File: config.mk
export PLATFORM = sky130hd
export DESIGN_NAME = dot_product_top
export DESIGN_NICKNAME = d
export VERILOG_FILES = /design/src/dot_pkg.sv /design/src/booth_multiplier.sv /design/src/sample_counter.sv /design/src/dot_ctrl_fsm.sv /design/src/mac_datapath.sv /design/src/dot_product_top.sv
export VERILOG_INCLUDE_DIRS = /design/src /design/src/src
export SDC_FILE = /design/constraint.sdc
export NUM_CORES = 1
export LEC_CHECK = 0
export BUFFER_PORTS_ARGS = -buffer_cell sky130_fd_sc_hd__buf_2
export CAP_MARGIN = 20
export CORE_MARGIN = 2
export CORE_UTILIZATION = 30
export CTS_BUF_LIST = sky130_fd_sc_hd__clkbuf_4 sky130_fd_sc_hd__clkbuf_8
export CTS_CLUSTER_DIAMETER = 50
export DETAILED_ROUTE_END_ITERATION = 10
export PLACE_DENSITY = 0.5
export SLEW_MARGIN = 25
export SYNTH_ARGS = -nofsm -noshare
export SYNTH_HDL_FRONTEND = slang
export SYNTH_SLANG_ARGS = --single-unit
File: constraint.sdc
create_clock -name clk -period 9.7 [get_ports clk]
set_input_delay 1.94 -clock clk [delete_from_list [all_inputs] [get_ports clk]]
set_output_delay 1.94 -clock clk [all_outputs]
set_load 0.05 [all_outputs]
File: src/dot_consts.svh
`ifndef DOT_CONSTS_SVH
`define DOT_CONSTS_SVH

// operand width of each vector element.
`define DATA_W 16

// accumulator width, leaving guard bits above the 32-bit product
// so that 255 full-scale products cannot overflow.
`define ACC_W 40

// vector length width, lengths run from 0 to 255.
`define LEN_W 8

`endif

File: src/dot_pkg.sv
`default_nettype none

`include "dot_consts.svh"

package dot_pkg;

  // one element of each input vector, sampled together.
  typedef struct packed {
    logic signed [`DATA_W-1:0] x;
    logic signed [`DATA_W-1:0] y;
  } operand_pair_t;

  // running sum and final result of the dot product.
  typedef logic signed [`ACC_W-1:0] acc_t;

  // the engine is idle, taking samples, letting the last product settle
  // into the accumulator, or presenting the finished sum.
  typedef enum logic [1:0] {
    IDLE  = 2'd0,
    RUN   = 2'd1,
    DRAIN = 2'd2,
    DONE  = 2'd3
  } ctrl_state_e;

endpackage

`default_nettype wire

File: src/booth_multiplier.sv
`timescale 1ns/1ps
`default_nettype none

`include "dot_consts.svh"

module booth_multiplier (
  input  logic signed [`DATA_W-1:0]   x,
  input  logic signed [`DATA_W-1:0]   y,
  output logic signed [2*`DATA_W-1:0] product
);

  localparam int PW   = 2 * `DATA_W;
  localparam int NDIG = `DATA_W / 2;

  // one radix-4 digit selects 0, +x, +2x, -2x or -x.
  function automatic logic signed [PW-1:0] booth_pp(
    input logic [2:0]          trip,
    input logic signed [PW-1:0] xe
  );
    case (trip)
      3'b001, 3'b010: booth_pp = xe;
      3'b011:         booth_pp = xe <<< 1;
      3'b100:         booth_pp = -(xe <<< 1);
      3'b101, 3'b110: booth_pp = -xe;
      default:        booth_pp = '0;
    endcase
  endfunction

  logic signed [PW-1:0]    x_ext;
  logic        [`DATA_W:0] y_ext;
  logic signed [PW-1:0]    pp [NDIG];

  logic signed [PW-1:0] sum01;
  logic signed [PW-1:0] sum23;
  logic signed [PW-1:0] sum45;
  logic signed [PW-1:0] sum67;

  // x is sign-extended up front so that 2x and -2x stay exact,
  // even for the most negative operand.
  assign x_ext = PW'(x);

  // the implicit zero below bit 0 starts the overlapping triplets.
  assign y_ext = {y, 1'b0};

  for (genvar i = 0; i < NDIG; i++) begin : g_digit
    assign pp[i] = booth_pp(y_ext[2*i +: 3], x_ext) <<< (2 * i);
  end

  // adder tree, pairs first and then the final sum.
  assign sum01 = pp[0] + pp[1];
  assign sum23 = pp[2] + pp[3];
  assign sum45 = pp[4] + pp[5];
  assign sum67 = pp[6] + pp[7];

  // the top digit carries the sign of y, so the modulo-2^32 sum is the
  // exact signed product.
  assign product = (sum01 + sum23) + (sum45 + sum67);

endmodule

`default_nettype wire

File: src/sample_counter.sv
`timescale 1ns/1ps
`default_nettype none

`include "dot_consts.svh"

module sample_counter (
  input  logic              clk,
  input  logic              rst_n,
  input  logic              load,
  input  logic [`LEN_W-1:0] len,
  input  logic              accept,
  output logic              last,
  output logic              empty
);

  logic [`LEN_W-1:0] count_q;

  // count of samples still expected in the current vector.
  always_ff @(posedge clk) begin
    if (!rst_n) begin
      count_q <= '0;
    end else if (load) begin
      count_q <= len;
    end else if (accept && (count_q != '0)) begin
      count_q <= count_q - 1'b1;
    end
  end

  assign last  = (count_q == `LEN_W'(1));
  assign empty = (count_q == '0);

endmodule

`default_nettype wire

File: src/dot_ctrl_fsm.sv
`timescale 1ns/1ps
`default_nettype none

`include "dot_consts.svh"

module dot_ctrl_fsm
  import dot_pkg::*;
(
  input  logic clk,
  input  logic rst_n,
  input  logic start,
  input  logic sample_valid,
  input  logic last,
  input  logic empty,
  output logic load,
  output logic clear,
  output logic accept,
  output logic busy,
  output logic done
);

  ctrl_state_e state_q;
  ctrl_state_e state_d;
  logic        run;

  always_ff @(posedge clk) begin
    if (!rst_n) begin
      state_q <= IDLE;
    end else begin
      state_q <= state_d;
    end
  end

  always_comb begin
    state_d = state_q;
    case (state_q)
      IDLE: begin
        if (start) begin
          state_d = RUN;
        end
      end
      // a zero-length vector leaves RUN without taking any sample.
      RUN: begin
        if (empty || (accept && last)) begin
          state_d = DRAIN;
        end
      end
      // the last operand pair sits in the stage and is summed here.
      DRAIN: state_d = DONE;
      DONE:  state_d = IDLE;
      default: state_d = IDLE;
    endcase
  end

  assign run = (state_q == RUN);

  // a new vector starts only from IDLE, which drops starts while busy.
  assign load  = (state_q == IDLE) && start;
  assign clear = (state_q == IDLE) && start;

  // never take a sample once the count has run out.
  assign accept = run && sample_valid && !empty;

  assign busy = run || (state_q == DRAIN);
  assign done = (state_q == DONE);

endmodule

`default_nettype wire

File: src/mac_datapath.sv
`timescale 1ns/1ps
`default_nettype none

`include "dot_consts.svh"

module mac_datapath
  import dot_pkg::*;
(
  input  logic          clk,
  input  logic          rst_n,
  input  logic          clear,
  input  logic          accept,
  input  operand_pair_t sample,
  output acc_t          result
);

  operand_pair_t stage_q;
  logic          stage_vld_q;
  acc_t          acc_q;

  logic signed [2*`DATA_W-1:0] product;
  acc_t                        product_ext;

  // operand stage in front of the multiplier.
  always_ff @(posedge clk) begin
    if (accept) begin
      stage_q <= sample;
    end
  end

  booth_multiplier u_mult (
    .x       (stage_q.x),
    .y       (stage_q.y),
    .product (product)
  );

  assign product_ext = {{(`ACC_W - 2*`DATA_W){product[2*`DATA_W-1]}}, product};

  // the accumulator takes the staged product one cycle after accept,
  // while the next pair may already be loading into the stage.
  always_ff @(posedge clk) begin
    if (!rst_n) begin
      stage_vld_q <= 1'b0;
      acc_q       <= '0;
    end else if (clear) begin
      stage_vld_q <= 1'b0;
      acc_q       <= '0;
    end else begin
      stage_vld_q <= accept;
      if (stage_vld_q) begin
        acc_q <= acc_q + product_ext;
      end
    end
  end

  assign result = acc_q;

endmodule

`default_nettype wire

File: src/dot_product_top.sv
`timescale 1ns/1ps
`default_nettype none

`include "dot_consts.svh"

module dot_product_top
  import dot_pkg::*;
(
  input  logic              clk,
  input  logic              rst_n,
  input  logic              start,
  input  logic [`LEN_W-1:0] len,
  input  logic              sample_valid,
  input  operand_pair_t     sample,
  output logic              busy,
  output logic              done,
  output acc_t              result
);

  logic load;
  logic clear;
  logic accept;
  logic last;
  logic empty;

  dot_ctrl_fsm u_ctrl (
    .clk          (clk),
    .rst_n        (rst_n),
    .start        (start),
    .sample_valid (sample_valid),
    .last         (last),
    .empty        (empty),
    .load         (load),
    .clear        (clear),
    .accept       (accept),
    .busy         (busy),
    .done         (done)
  );

  sample_counter u_count (
    .clk    (clk),
    .rst_n  (rst_n),
    .load   (load),
    .len    (len),
    .accept (accept),
    .last   (last),
    .empty  (empty)
  );

  mac_datapath u_mac (
    .clk    (clk),
    .rst_n  (rst_n),
    .clear  (clear),
    .accept (accept),
    .sample (sample),
    .result (result)
  );

endmodule

`default_nettype wire

### Word level (Yosys, flattened, before mapping)

Index checks and enable logic that the tools add are counted.

| word-level totals | value |
|---|---|
| register bits | 83 |
| word-level logic and storage cells | 110 |

| cells by class | value |
|---|---|
| add/subtract/negate cells | 11 |
| eq/ne operators | 51 |
| multiplexer cells | 13 |
| bitwise operators | 1 |
| reductions and logical operators | 28 |

Operators by type and width:

| operator | count |
|---|---|
| adder 32 bit | 7 |
| one-hot mux 30 bit (4 select lines) | 1 |
| one-hot mux 28 bit (4 select lines) | 1 |
| one-hot mux 26 bit (4 select lines) | 1 |
| one-hot mux 24 bit (4 select lines) | 1 |
| one-hot mux 32 bit (3 select lines) | 1 |
| one-hot mux 22 bit (4 select lines) | 1 |
| one-hot mux 20 bit (4 select lines) | 1 |
| one-hot mux 18 bit (4 select lines) | 1 |
| equality test 3 bit (second input constant) | 21 |
| equality test 3 x 2 -> 1 bit (second input constant) | 14 |
| adder 40 x 32 -> 40 bit | 1 |
| negator 16 -> 32 bit | 1 |
| negator 17 -> 32 bit | 1 |
| OR reduction 2 bit | 15 |
| equality test 3 x 1 -> 1 bit (second input constant) | 7 |
| two-way mux 8 bit | 2 |
| equality test 2 bit (second input constant) | 4 |
| equality test 8 x 1 -> 1 bit (second input constant) | 1 |
| zero test 8 bit | 1 |
| one-hot mux 2 bit (4 select lines) | 1 |
| nonzero test 8 bit | 1 |
| subtractor 8 x 1 -> 8 bit (second input constant) | 1 |
| logical AND 1 bit | 5 |
| 9 further kinds | 13 |

### Logic depth before layout (Yosys ltp)

| depth | value |
|---|---|
| word-level depth | 7 |
| depth in mapped cells | 40 |
| depth with buffers taken out | 37 |

### Hierarchy

Synthesis repeated with hierarchy kept, for this count alone.

| unflattened totals | value |
|---|---|
| cell total of the unflattened synthesis | 2221 |
| area, all modules | 16592.2 sq um |

Modules (own cells, without submodules):

| module | instances | cells each | area an instance (sq um) |
|---|---|---|---|
| booth_multiplier | 1 | 1602 | 11029.3 |
| mac_datapath | 1 | 535 | 4845.9 |
| sample_counter | 1 | 62 | 521.8 |
| dot_ctrl_fsm | 1 | 22 | 195.2 |

### Worst setup path before layout

OpenSTA, ideal clock, no wires.

| timing | value |
|---|---|
| kind | reg-to-reg |
| from | register u_mac.stage_q[16] in the netlist's numbering |
| to | register u_mac.acc_q[38], in the netlist u_mac.result[38] |
| setup time | 0.132 ns |
| arrival time | 8.558 ns |
| slack | 1.010 ns |
| stages on the path, launching flop included | 41 |
| period minus slack after synthesis | 8.690 ns |
| path through | edfxtp_1 > clkbuf_1 > clkinv_1 > ha_1 > nor4b_1 > nand2_1 > or3_1 > clkbuf_1 > xnor2_1 > nor2_1 > a21oi_1 > o22ai_1 > a21oi_1 > fa_1 > inv_1 > fa_1 > fa_1 > inv_1 > [5 not listed] > o21ai_0 > a21oi_1 > or2_2 > and2_1 > o21a_1 > a2bb2oi_1 > ha_1 > clkbuf_1 > nand4_1 > nor2_1 > a211oi_1 > o21a_1 > nor2_1 > a211oi_1 > o31ai_1 > o311ai_1 > a2111oi_0 > or3b_2 |

| on the way | value |
|---|---|
| longest elaborated chain between the ends | 6 |

RTL lines:

| element | line | text |
|---|---|---|
| start, declared | mac_datapath.sv:17 | `operand_pair_t stage_q;` |
| start signal, assigned | mac_datapath.sv:27 | `stage_q <= sample;` |
| negator 17 -> 32 bit / negator 16 -> 32 bit (equally long branches) | booth_multiplier.sv:23, booth_multiplier.sv:24 |  |
| one-hot mux 30 bit (4 select lines), or another cell as far along | booth_multiplier.sv:20 | `case (trip)` |
| adder 32 bit, on equally long branches | n/a |  |
| adder 32 bit | booth_multiplier.sv:57 | `assign product = (sum01 + sum23) + (sum45 + sum67);` |
| adder 32 bit * | booth_multiplier.sv:57 |  |
| adder 40 x 32 -> 40 bit * | mac_datapath.sv:51 | `acc_q <= acc_q + product_ext;` |
| end signal, assigned | mac_datapath.sv:51 |  |
| end, declared | mac_datapath.sv:19 | `acc_t acc_q;` |

Every way passes the cells marked *; elsewhere a longest branch is shown, timed or not.
A chain may end at the register's enable or synchronous reset.

### Worst setup path after layout

Same ends and word-level chain as after synthesis.

==> metrics <==
CTS sink cnt a little over 80; Yosys warnings 0; Gate Count Post-Synth between 2000 and 2500; Post-DP HPWL slightly below 50 mm; clock skew around 27 ps; Post-CTS Hold Fix Bufs 0; CTS tree done; worst path arrival time about 9600 ps; Final GP Congestion roughly 0.9; layout cells sized above 1 between 10 and 15%; Seq/Total Area, Yosys 12.3%; placed inst area roughly 18000 um2; number of distinct library cells after synthesis 78; via count 16384; Tmin final 9200 ps; DRC Markers 0; Final nets roughly 2400; worst hold-check path type register to register; Met1 Wirelength 27.8 mm; CTS clock-pin slew for the worst setup and hold paths 130 ps; # port buffers 85; dominant cells by area after synthesis fa_1, ha_1, dfxtp_1; met2 wire len between 20 and 30 mm; largest net degree at the start of global routing 59; top sig layer met4; fmax ~0.11 GHz; final period utilization 94.8%; Yosys reg bits 83; I/O Pins 86; Non-Filler Instances 2866; worst hold slack 482 ps; CP max FO 10; initial antenna violation count 1; Slew headroom a little under two fifths; synthesis-to-layout area growth 10.9%; initial DRC count about 1700; CP Capture Type register; Final Hold Fails 0; clk_lat worst skew 470 ps; DR pass1 iterations 5; wire length per cell between 20 and 25 um; die span in y 236 um; crit path kind register to register; number of core rows 84; most frequent cell after synthesis nand2_1; die area 55600 um2; final total negative setup slack 0 ps; Clk Tree Root Cell clkbuf_8; # fillers roughly 5600; Initial Utilization a little under a third; Synth top area share 16.4%; Synthesized Nets between 2000 and 2500; setup violators final 0; CTS Buf Count 9; max capacitance violation total 0; number of vias per cell between 5 and 6; Die W approximately 240 um; dpl cells 2844; Post-synth top flop dfxtp_1; leading area contributor after synthesis fa_1; antenna-violating nets left 0; Post-synth EDFFs 32; core area 52900 um2; Post-Route WL 63.1 mm; Finished Cell Area roughly 18000 um2; first-pass GRT wire length 97.3 mm; routed wire length on met3 approximately 4.7 mm; Bufs on Longest Clock Path 2; max-slew violations 0; Overall Global Routing Usage approximately 22%; vias in the first global route about 16000; total congestion overflow 0; CP max-delay cell fa_1; Req. time, crit path between 10000 and 15000 ps; status finished clean; worst slew pin tran slightly above 900 ps; cell area after synthesis between 15000 and 20000 um2; Worst path max stage delay between 500 and 600 ps; commonest cells in the netlist nand2_1, a21oi_1, inv_1; cell mode on critical path ha_1; Avg Cell Area, Syn around 7.5 um2; asr flop ratio synth 0%; CP Launch Type register; unrepaired setup endpoints after global routing false; CTS H-Tree Depth 3
layout make-up:
cell class / instances / area [um2] / share of cell area (%)
diodes: 1 / 2.50 / 0.0140
clock buffers: 9 / 124 / 0.694
clock inverters: 7 / 81.3 / 0.455
inverters: 180 / 678 / 3.80
multi-input cells: 1706 / 12900 / 72.0
flip-flops and latches: 83 / 1980 / 11.1
well taps: 688 / 861 / 4.82
repair buffers: 192 / 1260 / 7.06
kinds of logic (layout without fill, tap and decap cells):
group                    Yosys count  in the layout  synth area share, %
AO/OA/AOI/OAI                    679            679                 27.3
XOR/XNOR                         124            124                 6.83
adder cells (fa/ha/maj)          231            231                 24.1
buffers and inverters            346            388                 8.13
flip-flops                        83             83                 12.3
multiplexers                      72             72                 4.67
other                              0              1                    0
AND/OR/NAND/NOR                  600            600                 16.7
final timing paths:
kind,depth (start not counted),startpoint,end,slack [ps]
worst min register to register,2,u_mac.result[39],u_mac.result[39],480
worst max register to register,38,u_mac.stage_q[16],u_mac.result[38],500
worst max-delay path,38,u_mac.stage_q[16],u_mac.result[38],500
worst min-delay path,2,u_mac.result[39],u_mac.result[39],480
sequential cells by signal (all words and copies together), names as in the netlist:
name and cells:
u_mac.result 40, u_mac.stage_q 32, u_count.count_q 8, u_ctrl.state_q 2, u_mac.stage_vld_q 1
worst max-delay path: cells and delay by family, from the launching register on:
family | cells | cell delay [ps]
adder cells (fa/ha/maj) | 8 | 2780
buffers and inverters | 5 | 590
AND/OR/NAND/NOR | 7 | 1430
XOR/XNOR | 1 | 150
flip-flops | 1 | 520
AO/OA/AOI/OAI | 17 | 3600
what timing repair did:
item | CTS | global route
setup endpoints to repair | 0 | 9
buffers inserted | 0 | 4
gates resized for setup | 0 | 10
through the flow:
stage          setup WS [ps]  utilization (%)
2_1_floorplan           1010                -
3_3_place_gp             352             33.2
3_5_place_dp             254             33.2
4_1_cts                  113             33.6
5_1_grt                 17.0             33.8
6_report                 501             33.8
layer usage:
layer / vias to the layer above / global-route usage [%]
li1: 7614 / -
met1: 7965 / 30.9
met2: 697 / 36.3
met3: 108 / 3.79
met4: 0 / 6.20
met5: - / 0
cells in the final DEF, fill, tap and decap left out, types with 42 or more instances in the layout:
| cell | netlist | final |
|---|---|---|
| ha_1 | 99 | 99 |
| nand3_1 | 44 | 44 |
| dfxtp_1 | 51 | 50 |
| o21ai_0 | 137 | 136 |
| xnor2_1 | 92 | 90 |
| mux2i_1 | 56 | 56 |
| nor2_1 | 174 | 174 |
| a21oi_1 | 196 | 196 |
| nand2_1 | 243 | 243 |
| a21o_1 | 42 | 42 |
| inv_1 | 176 | 174 |
| buf_2 | 1 | 85 |
| fa_1 | 132 | 132 |
| a221oi_1 | 49 | 49 |
| buf_4 | 0 | 105 |
Power is not shown: default switching activity piles up to over one toggle a cycle in this logic, so the estimate is an artifact.
